File: src/verilog/slm_bridge_pkg.sv
// shared types and parameter defaults for the bridge; the fifo depth must stay a power of two
package slm_bridge_pkg;

  //////////////////////////////////////////////////////////////////////
  // data types
  //////////////////////////////////////////////////////////////////////

  // one byte on either serial link
  typedef logic [7:0] byte_t;

  // one spi write
  // addr sits in the upper byte so it leaves first
  typedef struct packed {
    byte_t addr;
    byte_t data;
  } spi_frame_t;

  // sck cycles per frame
  localparam int SPI_FRAME_BITS = $bits(spi_frame_t);

  //////////////////////////////////////////////////////////////////////
  // parameter defaults
  //////////////////////////////////////////////////////////////////////

  // 50 MHz sys_clk at 115200 baud
  localparam int DEF_CLKS_PER_BIT = 434;

  // sys_clk cycles per half sck period
  localparam int DEF_SPI_HALF_CLKS = 4;

  // reply fifo entries, power of two only
  localparam int DEF_FIFO_DEPTH = 4;

  // 10 cycles of slm reset is 200 ns at 50 MHz
  // slm needs at least 100 ns
  localparam int DEF_RESET_HOLD = 10;

endpackage

File: src/verilog/uart_rx.sv
// 8N1 only with CLKS_PER_BIT of at least 2; a frame with a low stop bit is dropped silently
`timescale 1ns/1ps

module uart_rx #(
  parameter int CLKS_PER_BIT = slm_bridge_pkg::DEF_CLKS_PER_BIT
) (
  input  logic                  sys_clk_i,
  input  logic                  reset_i,
  input  logic                  rx_serial_i,
  output logic                  rx_valid_o,
  output slm_bridge_pkg::byte_t rx_byte_o
);

  localparam int CNT_W = $clog2(CLKS_PER_BIT);
  localparam logic [CNT_W-1:0] LAST_CNT = CNT_W'(CLKS_PER_BIT - 1);
  localparam logic [CNT_W-1:0] MID_CNT  = CNT_W'((CLKS_PER_BIT - 1) / 2);

  typedef enum logic [1:0] {RX_IDLE, RX_START, RX_DATA, RX_STOP} rx_state_t;

  rx_state_t        state_q;
  logic [CNT_W-1:0] clk_cnt_q;
  logic [2:0]       bit_idx_q;
  logic [1:0]       sync_q;
  logic             rx_s;
  logic             bit_done;

  // two flops against metastability
  // line idles high
  always_ff @(posedge sys_clk_i) begin
    if (reset_i) begin
      sync_q <= 2'b11;
    end else begin
      sync_q <= {sync_q[0], rx_serial_i};
    end
  end

  assign rx_s     = sync_q[1];
  assign bit_done = (clk_cnt_q == LAST_CNT);

  always_ff @(posedge sys_clk_i) begin
    if (reset_i) begin
      state_q    <= RX_IDLE;
      clk_cnt_q  <= '0;
      bit_idx_q  <= '0;
      rx_valid_o <= 1'b0;
    end else begin
      rx_valid_o <= 1'b0;
      clk_cnt_q  <= clk_cnt_q + 1'b1;
      case (state_q)
        RX_IDLE: begin
          clk_cnt_q <= '0;
          bit_idx_q <= '0;
          if (!rx_s) begin
            state_q <= RX_START;
          end
        end
        // recheck at mid start bit, a glitch goes back to idle
        RX_START: begin
          if (clk_cnt_q == MID_CNT) begin
            clk_cnt_q <= '0;
            state_q   <= rx_s ? RX_IDLE : RX_DATA;
          end
        end
        // counter now wraps at mid-bit
        RX_DATA: begin
          if (bit_done) begin
            clk_cnt_q <= '0;
            bit_idx_q <= bit_idx_q + 1'b1;
            if (bit_idx_q == 3'd7) begin
              state_q <= RX_STOP;
            end
          end
        end
        RX_STOP: begin
          if (bit_done) begin
            // good stop bit only
            rx_valid_o <= rx_s;
            state_q    <= RX_IDLE;
          end
        end
        default: state_q <= RX_IDLE;
      endcase
    end
  end

  // lsb arrives first
  always_ff @(posedge sys_clk_i) begin
    if (state_q == RX_DATA && bit_done) begin
      rx_byte_o <= {rx_s, rx_byte_o[7:1]};
    end
  end

endmodule

File: src/verilog/uart_tx.sv
// 8N1 only with CLKS_PER_BIT of at least 2; start must only be pulsed while busy is low
`timescale 1ns/1ps

module uart_tx #(
  parameter int CLKS_PER_BIT = slm_bridge_pkg::DEF_CLKS_PER_BIT
) (
  input  logic                  sys_clk_i,
  input  logic                  reset_i,
  input  logic                  tx_start_i,
  input  slm_bridge_pkg::byte_t tx_byte_i,
  output logic                  tx_busy_o,
  output logic                  tx_serial_o
);

  localparam int CNT_W = $clog2(CLKS_PER_BIT);
  localparam logic [CNT_W-1:0] LAST_CNT = CNT_W'(CLKS_PER_BIT - 1);

  typedef enum logic [1:0] {TX_IDLE, TX_START, TX_DATA, TX_STOP} tx_state_t;

  tx_state_t             state_q;
  logic [CNT_W-1:0]      clk_cnt_q;
  logic [2:0]            bit_idx_q;
  slm_bridge_pkg::byte_t shift_q;
  logic                  bit_done;

  assign bit_done  = (clk_cnt_q == LAST_CNT);
  assign tx_busy_o = (state_q != TX_IDLE);

  // serial pin is registered so it never glitches
  always_ff @(posedge sys_clk_i) begin
    if (reset_i) begin
      state_q     <= TX_IDLE;
      clk_cnt_q   <= '0;
      bit_idx_q   <= '0;
      tx_serial_o <= 1'b1;
    end else begin
      // bit timer runs in every state but idle
      clk_cnt_q <= (state_q == TX_IDLE || bit_done) ? '0 : clk_cnt_q + 1'b1;
      case (state_q)
        TX_IDLE: begin
          bit_idx_q <= '0;
          if (tx_start_i) begin
            state_q     <= TX_START;
            tx_serial_o <= 1'b0;
          end
        end
        TX_START: begin
          if (bit_done) begin
            state_q     <= TX_DATA;
            tx_serial_o <= shift_q[0];
          end
        end
        // next bit sits at index 1 before the shift lands
        TX_DATA: begin
          if (bit_done) begin
            bit_idx_q <= bit_idx_q + 1'b1;
            if (bit_idx_q == 3'd7) begin
              state_q     <= TX_STOP;
              tx_serial_o <= 1'b1;
            end else begin
              tx_serial_o <= shift_q[1];
            end
          end
        end
        // busy holds to the end of the stop bit
        TX_STOP: begin
          if (bit_done) begin
            state_q <= TX_IDLE;
          end
        end
        default: state_q <= TX_IDLE;
      endcase
    end
  end

  // byte latched on start, lsb first
  always_ff @(posedge sys_clk_i) begin
    if (state_q == TX_IDLE && tx_start_i) begin
      shift_q <= tx_byte_i;
    end else if (state_q == TX_DATA && bit_done) begin
      shift_q <= {1'b0, shift_q[7:1]};
    end
  end

  // the controller must wait for idle
  a_no_start_busy: assert property (@(posedge sys_clk_i) disable iff (reset_i)
    tx_start_i |-> !tx_busy_o)
    else $error("uart start while transmitter busy");

endmodule

File: src/verilog/spi_master.sv
// mode 0 writes of SPI_FRAME_BITS bits only; a start pulse during busy is ignored
`timescale 1ns/1ps

module spi_master #(
  parameter int SPI_HALF_CLKS = slm_bridge_pkg::DEF_SPI_HALF_CLKS
) (
  input  logic                       sys_clk_i,
  input  logic                       reset_i,
  input  logic                       start_i,
  input  slm_bridge_pkg::spi_frame_t frame_i,
  output logic                       busy_o,
  output logic                       sen_o,
  output logic                       sck_o,
  output logic                       mosi_o,
  input  logic                       miso_i,
  output slm_bridge_pkg::byte_t      rx_byte_o
);

  localparam int FRAME_BITS = slm_bridge_pkg::SPI_FRAME_BITS;
  localparam int HALF_W     = $clog2(SPI_HALF_CLKS + 1);
  localparam int BIT_W      = $clog2(FRAME_BITS);
  localparam logic [HALF_W-1:0] HALF_LAST = HALF_W'(SPI_HALF_CLKS - 1);
  localparam logic [BIT_W-1:0]  BIT_LAST  = BIT_W'(FRAME_BITS - 1);

  typedef enum logic [1:0] {SPI_IDLE, SPI_SHIFT, SPI_FINISH} spi_state_t;

  spi_state_t            state_q;
  logic [HALF_W-1:0]     half_cnt_q;
  logic [BIT_W-1:0]      bit_cnt_q;
  logic [FRAME_BITS-1:0] tx_q;
  logic                  half_done;

  assign half_done = (half_cnt_q == HALF_LAST);
  assign busy_o    = (state_q != SPI_IDLE);

  //////////////////////////////////////////////////////////////////////
  // sequencing
  //////////////////////////////////////////////////////////////////////

  always_ff @(posedge sys_clk_i) begin
    if (reset_i) begin
      state_q    <= SPI_IDLE;
      half_cnt_q <= '0;
      bit_cnt_q  <= '0;
      sen_o      <= 1'b1;
      sck_o      <= 1'b0;
    end else begin
      half_cnt_q <= (state_q == SPI_IDLE || half_done) ? '0 : half_cnt_q + 1'b1;
      case (state_q)
        SPI_IDLE: begin
          bit_cnt_q <= '0;
          if (start_i) begin
            sen_o   <= 1'b0;
            state_q <= SPI_SHIFT;
          end
        end
        SPI_SHIFT: begin
          if (half_done) begin
            sck_o <= ~sck_o;
            // falling edge closes a bit
            if (sck_o) begin
              bit_cnt_q <= bit_cnt_q + 1'b1;
              if (bit_cnt_q == BIT_LAST) begin
                state_q <= SPI_FINISH;
              end
            end
          end
        end
        // half period of hold before sen rises
        // busy drops a cycle later
        SPI_FINISH: begin
          if (sen_o) begin
            state_q <= SPI_IDLE;
          end else if (half_done) begin
            sen_o <= 1'b1;
          end
        end
        default: state_q <= SPI_IDLE;
      endcase
    end
  end

  //////////////////////////////////////////////////////////////////////
  // shift registers
  //////////////////////////////////////////////////////////////////////

  always_ff @(posedge sys_clk_i) begin
    if (state_q == SPI_IDLE && start_i) begin
      tx_q <= frame_i;
    end else if (state_q == SPI_SHIFT && half_done && sck_o) begin
      // mosi moves on the falling edge
      tx_q <= {tx_q[FRAME_BITS-2:0], 1'b0};
    end
    // miso taken on the rising edge
    // last 8 bits left are the data phase
    if (state_q == SPI_SHIFT && half_done && !sck_o) begin
      rx_byte_o <= {rx_byte_o[6:0], miso_i};
    end
  end

  // msb first, quiet while deselected
  assign mosi_o = tx_q[FRAME_BITS-1] & ~sen_o;

  // sck only toggles inside the select window
  a_sck_in_window: assert property (@(posedge sys_clk_i) disable iff (reset_i)
    sck_o |-> !sen_o)
    else $error("sck high while sen deasserted");

endmodule

File: src/verilog/reply_fifo.sv
// DEPTH must be a power of two; a write when full or a read when empty is ignored
`timescale 1ns/1ps

module reply_fifo #(
  parameter int DEPTH = slm_bridge_pkg::DEF_FIFO_DEPTH
) (
  input  logic                  sys_clk_i,
  input  logic                  reset_i,
  input  logic                  wr_en_i,
  input  slm_bridge_pkg::byte_t wr_data_i,
  input  logic                  rd_en_i,
  output slm_bridge_pkg::byte_t rd_data_o,
  output logic                  full_o,
  output logic                  empty_o
);

  localparam int AW = $clog2(DEPTH);

  slm_bridge_pkg::byte_t mem_q [DEPTH];
  // extra msb tells full from empty
  logic [AW:0]           wr_ptr_q;
  logic [AW:0]           rd_ptr_q;

  assign empty_o = (wr_ptr_q == rd_ptr_q);
  assign full_o  = (wr_ptr_q[AW] != rd_ptr_q[AW]) && (wr_ptr_q[AW-1:0] == rd_ptr_q[AW-1:0]);

  always_ff @(posedge sys_clk_i) begin
    if (reset_i) begin
      wr_ptr_q <= '0;
      rd_ptr_q <= '0;
    end else begin
      if (wr_en_i && !full_o) begin
        wr_ptr_q <= wr_ptr_q + 1'b1;
      end
      if (rd_en_i && !empty_o) begin
        rd_ptr_q <= rd_ptr_q + 1'b1;
      end
    end
  end

  // storage and read data, valid the cycle after rd_en
  always_ff @(posedge sys_clk_i) begin
    if (wr_en_i && !full_o) begin
      mem_q[wr_ptr_q[AW-1:0]] <= wr_data_i;
    end
    if (rd_en_i && !empty_o) begin
      rd_data_o <= mem_q[rd_ptr_q[AW-1:0]];
    end
  end

  // the controller checks both flags before driving the enables
  a_no_overflow: assert property (@(posedge sys_clk_i) disable iff (reset_i)
    wr_en_i |-> !full_o)
    else $error("fifo write while full");

  a_no_underflow: assert property (@(posedge sys_clk_i) disable iff (reset_i)
    rd_en_i |-> !empty_o)
    else $error("fifo read while empty");

endmodule

File: src/verilog/bridge_ctrl.sv
// bytes pair strictly by count since reset; replies arriving with the fifo full are lost
`timescale 1ns/1ps

module bridge_ctrl #(
  parameter int RESET_HOLD = slm_bridge_pkg::DEF_RESET_HOLD
) (
  input  logic                       sys_clk_i,
  input  logic                       reset_i,
  // uart receiver side
  input  logic                       rx_valid_i,
  input  slm_bridge_pkg::byte_t      rx_byte_i,
  // spi master side
  input  logic                       spi_busy_i,
  output slm_bridge_pkg::spi_frame_t spi_frame_o,
  output logic                       spi_start_o,
  // reply fifo side
  input  logic                       fifo_full_i,
  input  logic                       fifo_empty_i,
  output logic                       fifo_wr_o,
  output logic                       fifo_rd_o,
  // uart transmitter side
  input  logic                       tx_busy_i,
  output logic                       tx_start_o,
  // slm reset line
  output logic                       slm_reset_n_o
);

  localparam int HOLD_W = $clog2(RESET_HOLD + 1);

  // high while a first byte waits for its partner
  logic              odd_byte_q;
  // busy delayed one cycle for edge detect
  logic              spi_busy_q;
  // fifo read issued last cycle
  logic              rd_q;
  // cycles of slm reset still to go
  logic [HOLD_W-1:0] hold_cnt_q;

  //////////////////////////////////////////////////////////////////////
  // host bytes to spi frames
  //////////////////////////////////////////////////////////////////////

  always_ff @(posedge sys_clk_i) begin
    if (reset_i) begin
      odd_byte_q  <= 1'b0;
      spi_start_o <= 1'b0;
    end else begin
      spi_start_o <= 1'b0;
      if (rx_valid_i) begin
        odd_byte_q  <= ~odd_byte_q;
        // second byte of a pair fires the write
        spi_start_o <= odd_byte_q;
      end
    end
  end

  // previous byte moves to addr and the new byte to data
  // frame is already updated when the start pulse goes out
  always_ff @(posedge sys_clk_i) begin
    if (rx_valid_i) begin
      spi_frame_o.addr <= spi_frame_o.data;
      spi_frame_o.data <= rx_byte_i;
    end
  end

  //////////////////////////////////////////////////////////////////////
  // replies through the fifo to the uart
  //////////////////////////////////////////////////////////////////////

  always_ff @(posedge sys_clk_i) begin
    if (reset_i) begin
      spi_busy_q <= 1'b0;
      rd_q       <= 1'b0;
    end else begin
      spi_busy_q <= spi_busy_i;
      rd_q       <= fifo_rd_o;
    end
  end

  // push on the first idle cycle after a frame
  // reply byte is final by then
  assign fifo_wr_o = spi_busy_q & ~spi_busy_i & ~fifo_full_i;

  // pop only into an idle transmitter
  // skip a cycle so tx_busy has time to rise
  assign fifo_rd_o = ~fifo_empty_i & ~tx_busy_i & ~rd_q;

  // fifo data is registered so start one cycle late
  assign tx_start_o = rd_q;

  //////////////////////////////////////////////////////////////////////
  // slm reset stretcher
  //////////////////////////////////////////////////////////////////////

  // reload on every reset, then count down to zero
  always_ff @(posedge sys_clk_i) begin
    if (reset_i) begin
      hold_cnt_q <= HOLD_W'(RESET_HOLD);
    end else if (hold_cnt_q != '0) begin
      hold_cnt_q <= hold_cnt_q - 1'b1;
    end
  end

  // held low until the count runs out
  assign slm_reset_n_o = (hold_cnt_q == '0);

  // a start while the master is busy would be ignored and the pair lost
  a_start_idle: assert property (@(posedge sys_clk_i) disable iff (reset_i)
    spi_start_o |-> !spi_busy_i)
    else $error("spi start while master busy");

  // the transmitter takes every start it is given
  a_start_taken: assert property (@(posedge sys_clk_i) disable iff (reset_i)
    tx_start_o |=> tx_busy_i)
    else $error("uart transmitter did not take the start");

endmodule

File: src/verilog/slm_bridge_top.sv
// sys_clk is forwarded unbuffered as the slm clock; link rates are fixed by parameters only
`timescale 1ns/1ps

module slm_bridge_top #(
  parameter int CLKS_PER_BIT  = slm_bridge_pkg::DEF_CLKS_PER_BIT,
  parameter int SPI_HALF_CLKS = slm_bridge_pkg::DEF_SPI_HALF_CLKS,
  parameter int FIFO_DEPTH    = slm_bridge_pkg::DEF_FIFO_DEPTH,
  parameter int RESET_HOLD    = slm_bridge_pkg::DEF_RESET_HOLD
) (
  input  logic sys_clk,
  input  logic reset_all_cmd_w,
  // host uart
  input  logic uart_rx_i,
  output logic uart_tx_o,
  // slm serial control port
  output logic spi_sen_o,
  output logic spi_sck_o,
  output logic spi_mosi_o,
  input  logic spi_miso_i,
  // slm control lines
  output logic slm_reset_n_o,
  output logic slm_clk_o
);

  // receiver to controller
  slm_bridge_pkg::byte_t      rx_byte;
  logic                       rx_valid;
  // controller to spi master
  slm_bridge_pkg::spi_frame_t spi_frame;
  logic                       spi_start;
  logic                       spi_busy;
  slm_bridge_pkg::byte_t      spi_rx_byte;
  // reply fifo
  logic                       fifo_wr;
  logic                       fifo_rd;
  logic                       fifo_full;
  logic                       fifo_empty;
  slm_bridge_pkg::byte_t      fifo_rd_data;
  // transmitter
  logic                       tx_start;
  logic                       tx_busy;

  // slm runs straight off the system clock
  assign slm_clk_o = sys_clk;

  //////////////////////////////////////////////////////////////////////
  // control
  //////////////////////////////////////////////////////////////////////

  bridge_ctrl #(
    .RESET_HOLD (RESET_HOLD)
  ) u_ctrl (
    .sys_clk_i     (sys_clk),
    .reset_i       (reset_all_cmd_w),
    .rx_valid_i    (rx_valid),
    .rx_byte_i     (rx_byte),
    .spi_busy_i    (spi_busy),
    .spi_frame_o   (spi_frame),
    .spi_start_o   (spi_start),
    .fifo_full_i   (fifo_full),
    .fifo_empty_i  (fifo_empty),
    .fifo_wr_o     (fifo_wr),
    .fifo_rd_o     (fifo_rd),
    .tx_busy_i     (tx_busy),
    .tx_start_o    (tx_start),
    .slm_reset_n_o (slm_reset_n_o)
  );

  //////////////////////////////////////////////////////////////////////
  // datapath
  //////////////////////////////////////////////////////////////////////

  // host bytes in
  uart_rx #(
    .CLKS_PER_BIT (CLKS_PER_BIT)
  ) u_rx (
    .sys_clk_i   (sys_clk),
    .reset_i     (reset_all_cmd_w),
    .rx_serial_i (uart_rx_i),
    .rx_valid_o  (rx_valid),
    .rx_byte_o   (rx_byte)
  );

  // 16-bit writes to the slm
  spi_master #(
    .SPI_HALF_CLKS (SPI_HALF_CLKS)
  ) u_spi (
    .sys_clk_i (sys_clk),
    .reset_i   (reset_all_cmd_w),
    .start_i   (spi_start),
    .frame_i   (spi_frame),
    .busy_o    (spi_busy),
    .sen_o     (spi_sen_o),
    .sck_o     (spi_sck_o),
    .mosi_o    (spi_mosi_o),
    .miso_i    (spi_miso_i),
    .rx_byte_o (spi_rx_byte)
  );

  // replies wait here while the transmitter is busy
  reply_fifo #(
    .DEPTH (FIFO_DEPTH)
  ) u_fifo (
    .sys_clk_i (sys_clk),
    .reset_i   (reset_all_cmd_w),
    .wr_en_i   (fifo_wr),
    .wr_data_i (spi_rx_byte),
    .rd_en_i   (fifo_rd),
    .rd_data_o (fifo_rd_data),
    .full_o    (fifo_full),
    .empty_o   (fifo_empty)
  );

  // replies back to the host
  uart_tx #(
    .CLKS_PER_BIT (CLKS_PER_BIT)
  ) u_tx (
    .sys_clk_i   (sys_clk),
    .reset_i     (reset_all_cmd_w),
    .tx_start_i  (tx_start),
    .tx_byte_i   (fifo_rd_data),
    .tx_busy_o   (tx_busy),
    .tx_serial_o (uart_tx_o)
  );

endmodule

File: config.mk
export PLATFORM = sky130hd
export DESIGN_NAME = slm_bridge_top
export DESIGN_NICKNAME = d
export VERILOG_FILES = /design/src/verilog/slm_bridge_pkg.sv /design/src/verilog/uart_rx.sv /design/src/verilog/uart_tx.sv /design/src/verilog/spi_master.sv /design/src/verilog/reply_fifo.sv /design/src/verilog/bridge_ctrl.sv /design/src/verilog/slm_bridge_top.sv
export SDC_FILE = /design/constraint.sdc
export NUM_CORES = 1
export LEC_CHECK = 0
export CORE_ASPECT_RATIO = 1.5
export CORE_UTILIZATION = 30
export CTS_CLUSTER_DIAMETER = 200
export DETAILED_ROUTE_END_ITERATION = 10
export DONT_BUFFER_PORTS = 1
export PLACE_DENSITY = 0.5
export SLEW_MARGIN = 20
export SYNTH_ARGS = -nofsm -noshare
export SYNTH_HDL_FRONTEND = slang
export SYNTH_SLANG_ARGS = --single-unit
File: constraint.sdc
create_clock -name sys_clk -period 2.8 [get_ports sys_clk]
set_input_delay 0.7 -clock sys_clk [delete_from_list [all_inputs] [get_ports sys_clk]]
set_output_delay 0.7 -clock sys_clk [all_outputs]
set_load 0.02 [all_outputs]
==> impl_metrics.yaml, run 1 <==
setup_path:
  timing.rr.start: "u_spi.state_q[1]$_SDFFE_PP0P_"
  critPathMaxFanout: 2
  cp-end-kind: "primary output"
  critPathLaunchType: "clock port"
  worstSetupPathType: "clock port to primary output"
  regToRegEndpoint: "u_fifo.mem_q[3][1]$_DFFE_PP_"
  worst-endpoint-required_ns: 2.10
  critical_path_arrival_ns: 1.40
  critical_path.startpoint: "sys_clk"
  reg2regPathDepth: 3
  worst-r2r-setup-slack_ns: 0.72
sta:
  hold_viol_final: 0
  rsz_0062_raised_after_global_routing: "false"
  setup_tns_ns: 0
  post-route-min-period_ns: 2.10
  report.final.slew_viol_count: 0
  finalClockSkew_ns: 0.0106
  timing.max_slew.rel_slack_pct: 45.5
  maxClockFrequency_ghz: 0.480
  tightest_slew_ns: 0.816
  final_setup_fails: 0
  setup_ws_ns: 0.699
  fin_crit_sh_pct: 75.0
min_path:
  hold_path_origin: "reset_all_cmd_w"
  tightest_hold_check_type: "primary input to flip-flop"
  hold_path_depth: 1
  worst_hold_path.endpoint: "u_fifo.rd_ptr_q[0]$_SDFFE_PP0P_"
routing:
  count_of_vias_placed_by_the_detailed_router: 3297
  detail_route.drc_violations: 0
  avgViaCountPerCell: 4.54
  drt-wirelength-per-cell_um: 13.3
  iteration_0_drc_markers: 129
  antenna_left: 0
  detail_route.first_pass.iterations: 4
  routed_wl_um: 9670
synth:
  synthCells: 447
  postSynthRegisterBits: 153
  post_synth_fa_ha_maj_area_fraction_pct: 4.49
  yosys-mux-area-fraction_pct: 7.81
  synth.largest_area_cell: "sky130_fd_sc_hd__edfxtp_1"
  synth_cell_type_count: 51
  synth_area_per_cell_um2: 13.7
  synth_compound_area_share_pct: 4.61
  synth_top_family_by_area: "simple AND/OR/NAND/NOR gates"
  synth.cell_area_um2: 6130
  count_of_flip_flops_with_a_built_in_enable_after_synthesis: 96
  yosys.area_share.xor_xnor_pct: 3.28
  yosys.area_share.simple_pct: 11.8
  yosys_warnings: 0
  ys_async_sr_fraction_pct: 0
  netlist.area_leader.share_pct: 47.0
  synth_top_cells_by_area: "sky130_fd_sc_hd__edfxtp_1 47%, sky130_fd_sc_hd__dfxtp_1 19%, sky130_fd_sc_hd__ha_1 4.5%, sky130_fd_sc_hd__mux2_2 4.2%, sky130_fd_sc_hd__mux4_2 2.9%"
  synth_nets: 473
  ys.flop_type: "sky130_fd_sc_hd__edfxtp_1"
  seq_area_frac_synth_pct: 65.6
clocking:
  cts-hold-fix-buffers: 0
  clock_latency_ns: 0.42
  ctsHtreeMaxLevel: 4
  ctsResizeCount: 0
  postCtsSetupRepairBufs: 0
  tritoncts: "built"
  cts.reportedPaths.clkPinSlew_ns: 0.06
  cts-root-to-sink-buffers: 2
  ctsRootBufferMaster: "sky130_fd_sc_hd__clkbuf_16"
  numClockSinks: 153
  numCtsBuffers: 17
die:
  fp-row-count: 63
  floorplan.die_area_um2: 21000
  floorplan.io_pins: 10
  coreArea_um2: 19900
  horizontal_die_dimension_um: 119
  floorplan.initialDensity_pct: 30.9
  chipHeight_um: 177
final_layout:
  regArea_um2: 4020
  layout_commonest_cell: "sky130_fd_sc_hd__edfxtp_1"
  final_nets: 481
  multiInputGateArea_um2: 1960
  drive_gt1_share_pct: 16.7
  final.fill_count: 1909
  area.growth.synth_to_final_pct: 14.1
  fin_area_um2: 7000
  antennaDiodeCount: 0
  final_cell_mix: "96 x sky130_fd_sc_hd__edfxtp_1, 57 x sky130_fd_sc_hd__dfxtp_1, 46 x sky130_fd_sc_hd__nor2_1"
grt:
  vias_in_the_first_global_route: 3352
  global_route.usage.total_pct: 10.2
  first_pass_grt_wire_length_um: 16500
  grt_start_max_net_pins: 39
  grt_antenna_before_repair: 0
  grt_remaining_overflow: 0
pwr:
  leakagePower_nw: 2.29
  pwr_density_cell_nw_per_um2: 730
  vdd.ir_drop.worst_v: 0.000394
placed_design:
  gpl.final_weighted_congestion: 0.702
  numPortBuffers: 0
  dp_hpwl_um: 6490
  place_area_um2: 6410
  preCtsSetupSlack_ns: 0.671
run:
  max-cap-violations: 0
run_status:
  run_status: "complete, no violations"
## how the worst max path moves through the flow
stage	to	cells past startpoint
after global placement	u_fifo.mem_q[1][4]$_DFFE_PP_	3
after floorplan	slm_clk_o	1
final	slm_clk_o	0
after detailed placement	u_fifo.mem_q[0][4]$_DFFE_PP_	3
after CTS	u_tx.shift_q[7]$_SDFFCE_PN0P_	4
after global routing	u_spi.tx_q[10]$_DFFE_PP_	3
## layer usage
| layer | GRT usage [%] | part of all wire [%] | vias up |
|---|---|---|---|
| li1 | - | - | 1635 |
| met1 | 10.9 | 43 | 1616 |
| met2 | 17.7 | 51 | 36 |
| met3 | 3.96 | 3.8 | 10 |
| met4 | 4.59 | 1.6 | 0 |
| met5 | 0 | 0 | - |
## through the flow
step           hold slack [ns]  total power, W  util (%)  instances
6_report                 0.366         0.00511      35.2        727
5_1_grt                  0.344         0.00530      35.2        727
3_3_place_gp             0.401         0.00288      32.3        696
2_1_floorplan            0.389         0.00287         -        447
3_5_place_dp             0.403         0.00289      32.3        696
4_1_cts                  0.346         0.00517      35.2        727
## cells by family (layout without fill, tap and decap cells)
group / Yosys count / count (layout)
AND/OR/NAND/NOR: 137 / 137
adder cells (fa/ha/maj): 22 / 22
multiplexers: 35 / 35
flip-flops: 153 / 153
buffers and inverters: 34 / 54
AO/OA/AOI/OAI: 43 / 43
XOR/XNOR: 23 / 23
## sequential cells by signal (all words and copies together) (netlist names), 4 cells and up, named ones only
signal / cells
u_fifo.mem_q: 32
u_ctrl.spi_frame_o: 16
u_spi.tx_q: 16
u_rx.clk_cnt_q: 9
u_tx.clk_cnt_q: 9
u_fifo.rd_data_o: 8
u_rx.rx_byte_o: 8
u_spi.rx_byte_o: 8
u_tx.shift_q: 8
u_ctrl.hold_cnt_q: 4
u_spi.bit_cnt_q: 4
## report_power, final
| part | switching, W | leakage (nW) | internal, W |
|---|---|---|---|
| Sequential | 0.0000437 | 1.32 | 0.00246 |
| Clock | 0.000947 | 0.277 | 0.00133 |
| Combinational | 0.000171 | 0.692 | 0.000153 |
## cell usage after synthesis, drive strengths merged (2+ instances only)
cell type	instances
o21ai	9
nand4	2
nand4b	2
a21o	2
inv	19
o32ai	2
clkbuf	5
o211ai	2
ha	22
a21bo	2
and2	9
nor2	46
a31oi	4
and4bb	2
nand2	18
mux4	8
mux2	23
edfxtp	96
or3b	2
and4b	3
buf	9
or2	4
dfxtp	57
xnor2	18
nor3	8
nor2b	2
nand2b	3
and3	3
or3	5
mux2i	4
nor4	4
a21oi	16
xor2	5
nand3b	7
nand3	14
## area by class of cell
type,instances,share of cell area (%)
multi-input combinational,260,28.0
clock buffer,17,6.08
tap,260,4.65
sequential,153,57.5
clock inverter,14,2.36
timing repair buffer,3,0.322
inverter,20,1.07
(Power assumes the default switching activity.)
==> run 2, diff against run 1 <==
PLACE_DENSITY = 0.51   (was 0.5)
clock period = 1.8 ns   (was 2.8 ns; I/O delays follow)
==> run 2 against run 1 <==
Net effect:
- design area up 2.8%
- total power up 55%
- clock-buffer cell count unchanged
- sequential cell count unchanged
- sequential power up 56%
- routed wire length down 0.51%
- global-route usage about the same
- critical endpoint is now slm_reset_n_o
- largest cell class unchanged
==> impl_metrics.yaml, run 2 (synthesized netlist as in run 1, its figures left out) <==
min_path:
  hold_path_origin: "reset_all_cmd_w"
  tightest_hold_check_type: "primary input to flip-flop"
  hold_path_depth: 1
  worst_hold_path.endpoint: "u_tx.bit_idx_q[1]$_SDFFE_PP0P_"
placed_design:
  gpl.final_weighted_congestion: 0.744
  dp_hpwl_um: 6640
  placed_cells: 713
  numPortBuffers: 0
pwr:
  leakagePower_nw: 2.41
  clkPwrFrac_pct: 43.7
  power.switching_w: 0.00186
  share_seq_of_total_power_pct: 49.1
  pwr_density_cell_nw_per_um2: 1100
  p_int_w: 0.00606
  vdd.ir_drop.worst_v: 0.000681
  sw_ratio_pct: 23.5
  comb_power_share_pct: 7.1
clocking:
  cts.reportedPaths.clkPinSlew_ns: 0.06
  cts-hold-fix-buffers: 0
  clock_latency_ns: 0.42
  cts-root-to-sink-buffers: 2
  tritoncts: "built"
  ctsRootBufferMaster: "sky130_fd_sc_hd__clkbuf_16"
  numClockSinks: 153
  numCtsBuffers: 17
  ctsHtreeMaxLevel: 4
grt:
  first_pass_grt_wire_length_um: 16400
  grt_antenna_before_repair: 0
  vias_in_the_first_global_route: 3441
  grt_start_max_net_pins: 39
  grt_remaining_overflow: 0
  global_route.usage.total_pct: 10.2
setup_path:
  cpMaxStageDelayCell: "sky130_fd_sc_hd__dfxtp_2"
  critical_path_arrival_ns: 1.29
  worstSetupPathType: "flip-flop to primary output"
  regToRegEndpoint: "u_spi.bit_cnt_q[3]$_SDFFE_PP0P_"
  reg2regPathDepth: 6
  crit_path_max_incr_delay_ns: 0.32
  cp-end-kind: "primary output"
  timing.rr.start: "u_spi.half_cnt_q[0]$_SDFF_PP0_"
  worst-endpoint-required_ns: 1.35
  worst-r2r-setup-slack_ns: 0.10
  critPathMaxFanout: 4
  critPathLaunchType: "flip-flop"
  cell_by_cell_trace_of_the_critical_path: "inv_2 > ha_4 > nor3b_4 > buf_6"
routing:
  avgViaCountPerCell: 4.44
  count_of_vias_placed_by_the_detailed_router: 3314
  antenna_left: 0
  detail_route.first_pass.iterations: 4
  detail_route.drc_violations: 0
  routed_wl_um: 9620
  drt-wirelength-per-cell_um: 12.9
  iteration_0_drc_markers: 172
final_layout:
  antennaDiodeCount: 0
  final_nets: 499
  layout_commonest_cell: "sky130_fd_sc_hd__edfxtp_1"
  finalNonFillerCells: 746
  final_core_util_pct: 36.2
  drive_gt1_share_pct: 22.6
  largest_reg_flops: 32
  area.growth.synth_to_final_pct: 17.3
  final_cell_mix: "96 x sky130_fd_sc_hd__edfxtp_1, 55 x sky130_fd_sc_hd__dfxtp_1, 46 x sky130_fd_sc_hd__nor2_1"
sta:
  fin_crit_sh_pct: 96.8
  setup_tns_ns: 0
  maxClockFrequency_ghz: 0.574
  finalClockSkew_ns: 0.0107
  report.final.slew_viol_count: 0
  hold_viol_final: 0
  rsz_0062_raised_after_global_routing: "true"
  post-route-min-period_ns: 1.74
  final_setup_fails: 0
  timing.max_slew.rel_slack_pct: 72.5
  tightest_slew_ns: 0.412
die:
  floorplan.io_pins: 10
  floorplan.initialDensity_pct: 30.9
  floorplan.die_area_um2: 21000
  chipHeight_um: 177
  horizontal_die_dimension_um: 119
  coreArea_um2: 19900
  fp-row-count: 63
run_status:
  run_status: "complete, no violations"
run:
  max-cap-violations: 0
run 2: what timing repair did:
item                       CTS  global route
setup endpoints to repair    1            42
pin swaps                    1             0
buffers inserted             0             1
gates resized for setup      5            10
run 2: layout make-up:
class / instances / area (um2)
fill: 1931 / 12700
sequential: 153 / 4030
multi-input combinational: 260 / 2000
clock buffer: 17 / 425
tap: 260 / 325
timing repair buffer: 21 / 186
clock inverter: 15 / 156
inverter: 20 / 75.1
run 2: worst max-delay path: cells and delay by family (launching register included):
kind	cells	cell delay, ns
buffers and inverters	2	0.23
and+or+nand+nor	1	0.18
adders and majority gates	1	0.15
DFF	1	0.32
run 2: per-stage QoR:
step	hold WS, ns	instance area (um2)	total power, W	setup slack (ns)
global route	0.0821	7200	0.00823	-0.0265
detailed placement	0.405	6560	0.00450	0.0569
global placement	0.402	6560	0.00449	0.104
finish	0.114	7200	0.00792	0.0583
CTS	0.0809	7160	0.00801	0.0181
floorplan	0.389	6140	0.00446	0.0564
run 2: worst max path at each step:
stage                                                  from                      endpoint  slack, ns  cells after the start
after floorplan              u_spi.half_cnt_q[0]$_SDFF_PP0_   u_spi.tx_q[0]$_SDFFCE_PN0P_       0.06                      5
after global placement        u_spi.state_q[1]$_SDFFE_PP0P_  u_fifo.mem_q[0][5]$_DFFE_PP_       0.10                      3
after detailed placement       u_tx.state_q[1]$_SDFFE_PP0P_  u_tx.state_q[0]$_SDFFE_PP0P_       0.06                      5
after CTS                 u_ctrl.hold_cnt_q[0]$_SDFFE_PP0N_                 slm_reset_n_o       0.02                      4
after global routing      u_ctrl.hold_cnt_q[0]$_SDFFE_PP0N_                 slm_reset_n_o      -0.03                      4
final                     u_ctrl.hold_cnt_q[1]$_SDFFE_PP1N_                 slm_reset_n_o       0.06                      4
run 2: layer usage:
metal  track usage (%)  part of all wire [%]
met4              5.38                   1.8
met1              10.6                    42
met3              3.83                   3.8
met5                 0                     0
met2              17.9                    52
run 2: power by group through the flow:
| stage | Clock (W) | Combinational [W] | Sequential, W |
|---|---|---|---|
| detailed placement | 0 | 0.000542 | 0.00396 |
| global route | 0.00370 | 0.000631 | 0.00390 |
| CTS | 0.00357 | 0.000554 | 0.00389 |
| finish | 0.00346 | 0.000563 | 0.00389 |
| global placement | 0 | 0.000530 | 0.00396 |
| floorplan | 0.0000649 | 0.000444 | 0.00395 |
==> run 3, diff against run 2 <==
CORE_UTILIZATION = 57   (was 30)
PLACE_DENSITY = 0.81   (was 0.51)
SLEW_MARGIN = unset   (was 20)
==> run 3 against run 2 <==
Net effect:
- core utilization is 31 points higher
- clock skew down 0.0038 ns
- sequential cell count unchanged
- sequential power hardly changed
- via count up 4.9%
- maximum frequency rose by 0.99%
- routed wire length is 3.7% higher
- non-clock buffer count up 1
- die area down 47%
- clock power shrank 6.4%
- clock-buffer cell count grew 4
- final cell count is 15% lower
- highest routed layer unchanged
==> impl_metrics.yaml, run 3 (synthesized netlist as in run 1, its figures left out) <==
setup_path:
  worst-endpoint-required_ns: 1.35
  critPathLaunchType: "flip-flop"
  critPathMaxFanout: 4
  crit_path_max_incr_delay_ns: 0.31
  worstSetupPathType: "flip-flop to primary output"
  cell_by_cell_trace_of_the_critical_path: "inv_2 > ha_4 > nor3b_4 > buf_6"
  critical_path_arrival_ns: 1.27
  cp-end-kind: "primary output"
  cpMaxStageDelayCell: "sky130_fd_sc_hd__dfxtp_1"
placed_design:
  placed_cells: 597
  dp_hpwl_um: 6160
  gpl.final_weighted_congestion: 0.793
  numPortBuffers: 0
  preCtsSetupSlack_ns: 0.0467
die:
  coreArea_um2: 10500
  chipHeight_um: 129
  fp-row-count: 46
  floorplan.io_pins: 10
  floorplan.initialDensity_pct: 58.2
  horizontal_die_dimension_um: 86.7
  floorplan.die_area_um2: 11200
clocking:
  ctsHtreeMaxLevel: 4
  numClockSinks: 153
  numCtsBuffers: 17
  clock_latency_ns: 0.41
  tritoncts: "built"
  ctsRootBufferMaster: "sky130_fd_sc_hd__clkbuf_16"
  cts.reportedPaths.clkPinSlew_ns: 0.06
  cts-root-to-sink-buffers: 2
routing:
  routed_wl_um: 9980
  count_of_vias_placed_by_the_detailed_router: 3476
  iteration_0_drc_markers: 218
  detail_route.first_pass.iterations: 5
  antenna_left: 0
  detail_route.drc_violations: 0
  avgViaCountPerCell: 5.51
  drt-wirelength-per-cell_um: 15.8
pwr:
  leakagePower_nw: 2.39
  vdd.ir_drop.worst_v: 0.000623
  pwr_density_cell_nw_per_um2: 1090
min_path:
  tightest_hold_check_type: "primary input to flip-flop"
final_layout:
  finalNonFillerCells: 631
  area.growth.synth_to_final_pct: 14.9
  final_cell_mix: "96 x sky130_fd_sc_hd__edfxtp_1, 56 x sky130_fd_sc_hd__dfxtp_1, 46 x sky130_fd_sc_hd__nor2_1"
  drive_gt1_share_pct: 20.3
  layout_commonest_cell: "sky130_fd_sc_hd__edfxtp_1"
  antennaDiodeCount: 0
  largest_reg_flops: 32
  final_nets: 500
  final.fill_count: 708
sta:
  setup_ws_ns: 0.0753
  tightest_slew_ns: 0.427
  finalClockSkew_ns: 0.00688
  timing.max_slew.rel_slack_pct: 71.4
  hold-worst-slack_ns: 0.105
  hold_viol_final: 0
  rsz_0062_raised_after_global_routing: "false"
  setup_tns_ns: 0
  maxClockFrequency_ghz: 0.580
  final_setup_fails: 0
  fin_crit_sh_pct: 95.8
  report.final.slew_viol_count: 0
  post-route-min-period_ns: 1.72
grt:
  grt_remaining_overflow: 0
  first_pass_grt_wire_length_um: 16000
  grt_start_max_net_pins: 39
  vias_in_the_first_global_route: 3456
  grt_antenna_before_repair: 0
  global_route.usage.total_pct: 19.2
run_status:
  run_status: "complete, no violations"
run:
  max-cap-violations: 0
## run 3: cell count changes in the layout (fill, tap and decap cells not counted), sizes merged
cell      before  now
inv           27   21
clkinvlp       1    4
buf           21   22
clkinv         6    5
clkbuf        17   21
## run 3: worst paths after layout
| path | startpoint | end | slack, ns | cells after the start |
|---|---|---|---|---|
| setup reg to reg | u_tx.state_q[0]$_SDFFE_PP0P_ | u_tx.state_q[0]$_SDFFE_PP0P_ | 0.08 | 5 |
| hold / removal | reset_all_cmd_w | u_tx.bit_idx_q[2]$_SDFFE_PP0P_ | 0.11 | 1 |
| hold reg to reg | u_rx.sync_q[0]$_SDFF_PP1_ | u_rx.sync_q[1]$_SDFF_PP1_ | 0.42 | 1 |
| setup / recovery | u_ctrl.hold_cnt_q[0]$_SDFFE_PP0N_ | slm_reset_n_o | 0.08 | 4 |
## run 3: through the flow
step | util (%) | cell area (um2) | power (W)
2_1_floorplan | - | 6140 | 0.00446
3_3_place_gp | 61.3 | 6460 | 0.00447
3_5_place_dp | 61.3 | 6460 | 0.00450
4_1_cts | 66.5 | 7010 | 0.00773
5_1_grt | 66.9 | 7050 | 0.00796
6_report | 66.9 | 7050 | 0.00770
## run 3: metal layers
layer,vias up,global-route usage (%),share of wire (%)
met2,70,34.2,54
met4,0,8.53,2.2
met1,1707,20.9,41
met3,20,5.80,3.0
met5,-,0,0
li1,1679,-,-
## run 3: layout make-up
cell class              instances  area [um2]  area share, %
clock inverters                11        97.6           1.38
repair buffers                 22         231           3.28
flip-flops and latches        153        4030           57.1
inverters                      20        75.1           1.07
clock buffers                  21         440           6.25
well taps                     144         180           2.56
multi-input cells             260        2000           28.3
## run 3: worst max-delay path: cells and delay by family, from the launching register on
kind | cells | cell delay [ns]
DFF | 1 | 0.31
and+or+nand+nor | 1 | 0.18
adders and majority gates | 1 | 0.14
buffers and inverters | 2 | 0.23
## run 3: timing repair
item	4_1_cts	5_1_grt
setup endpoints to repair	1	14
setup buffers	1	1
resized for setup	2	9
endpoints found under the hold margin	0	0
pin swaps	1	1
hold buffers	0	0
## run 3: where the power goes
group / internal [W] / switching (W) / leakage, nW
logic: 0.000276 / 0.000287 / 0.815
registers: 0.00383 / 0.0000793 / 1.33
clock network: 0.00190 / 0.00134 / 0.247
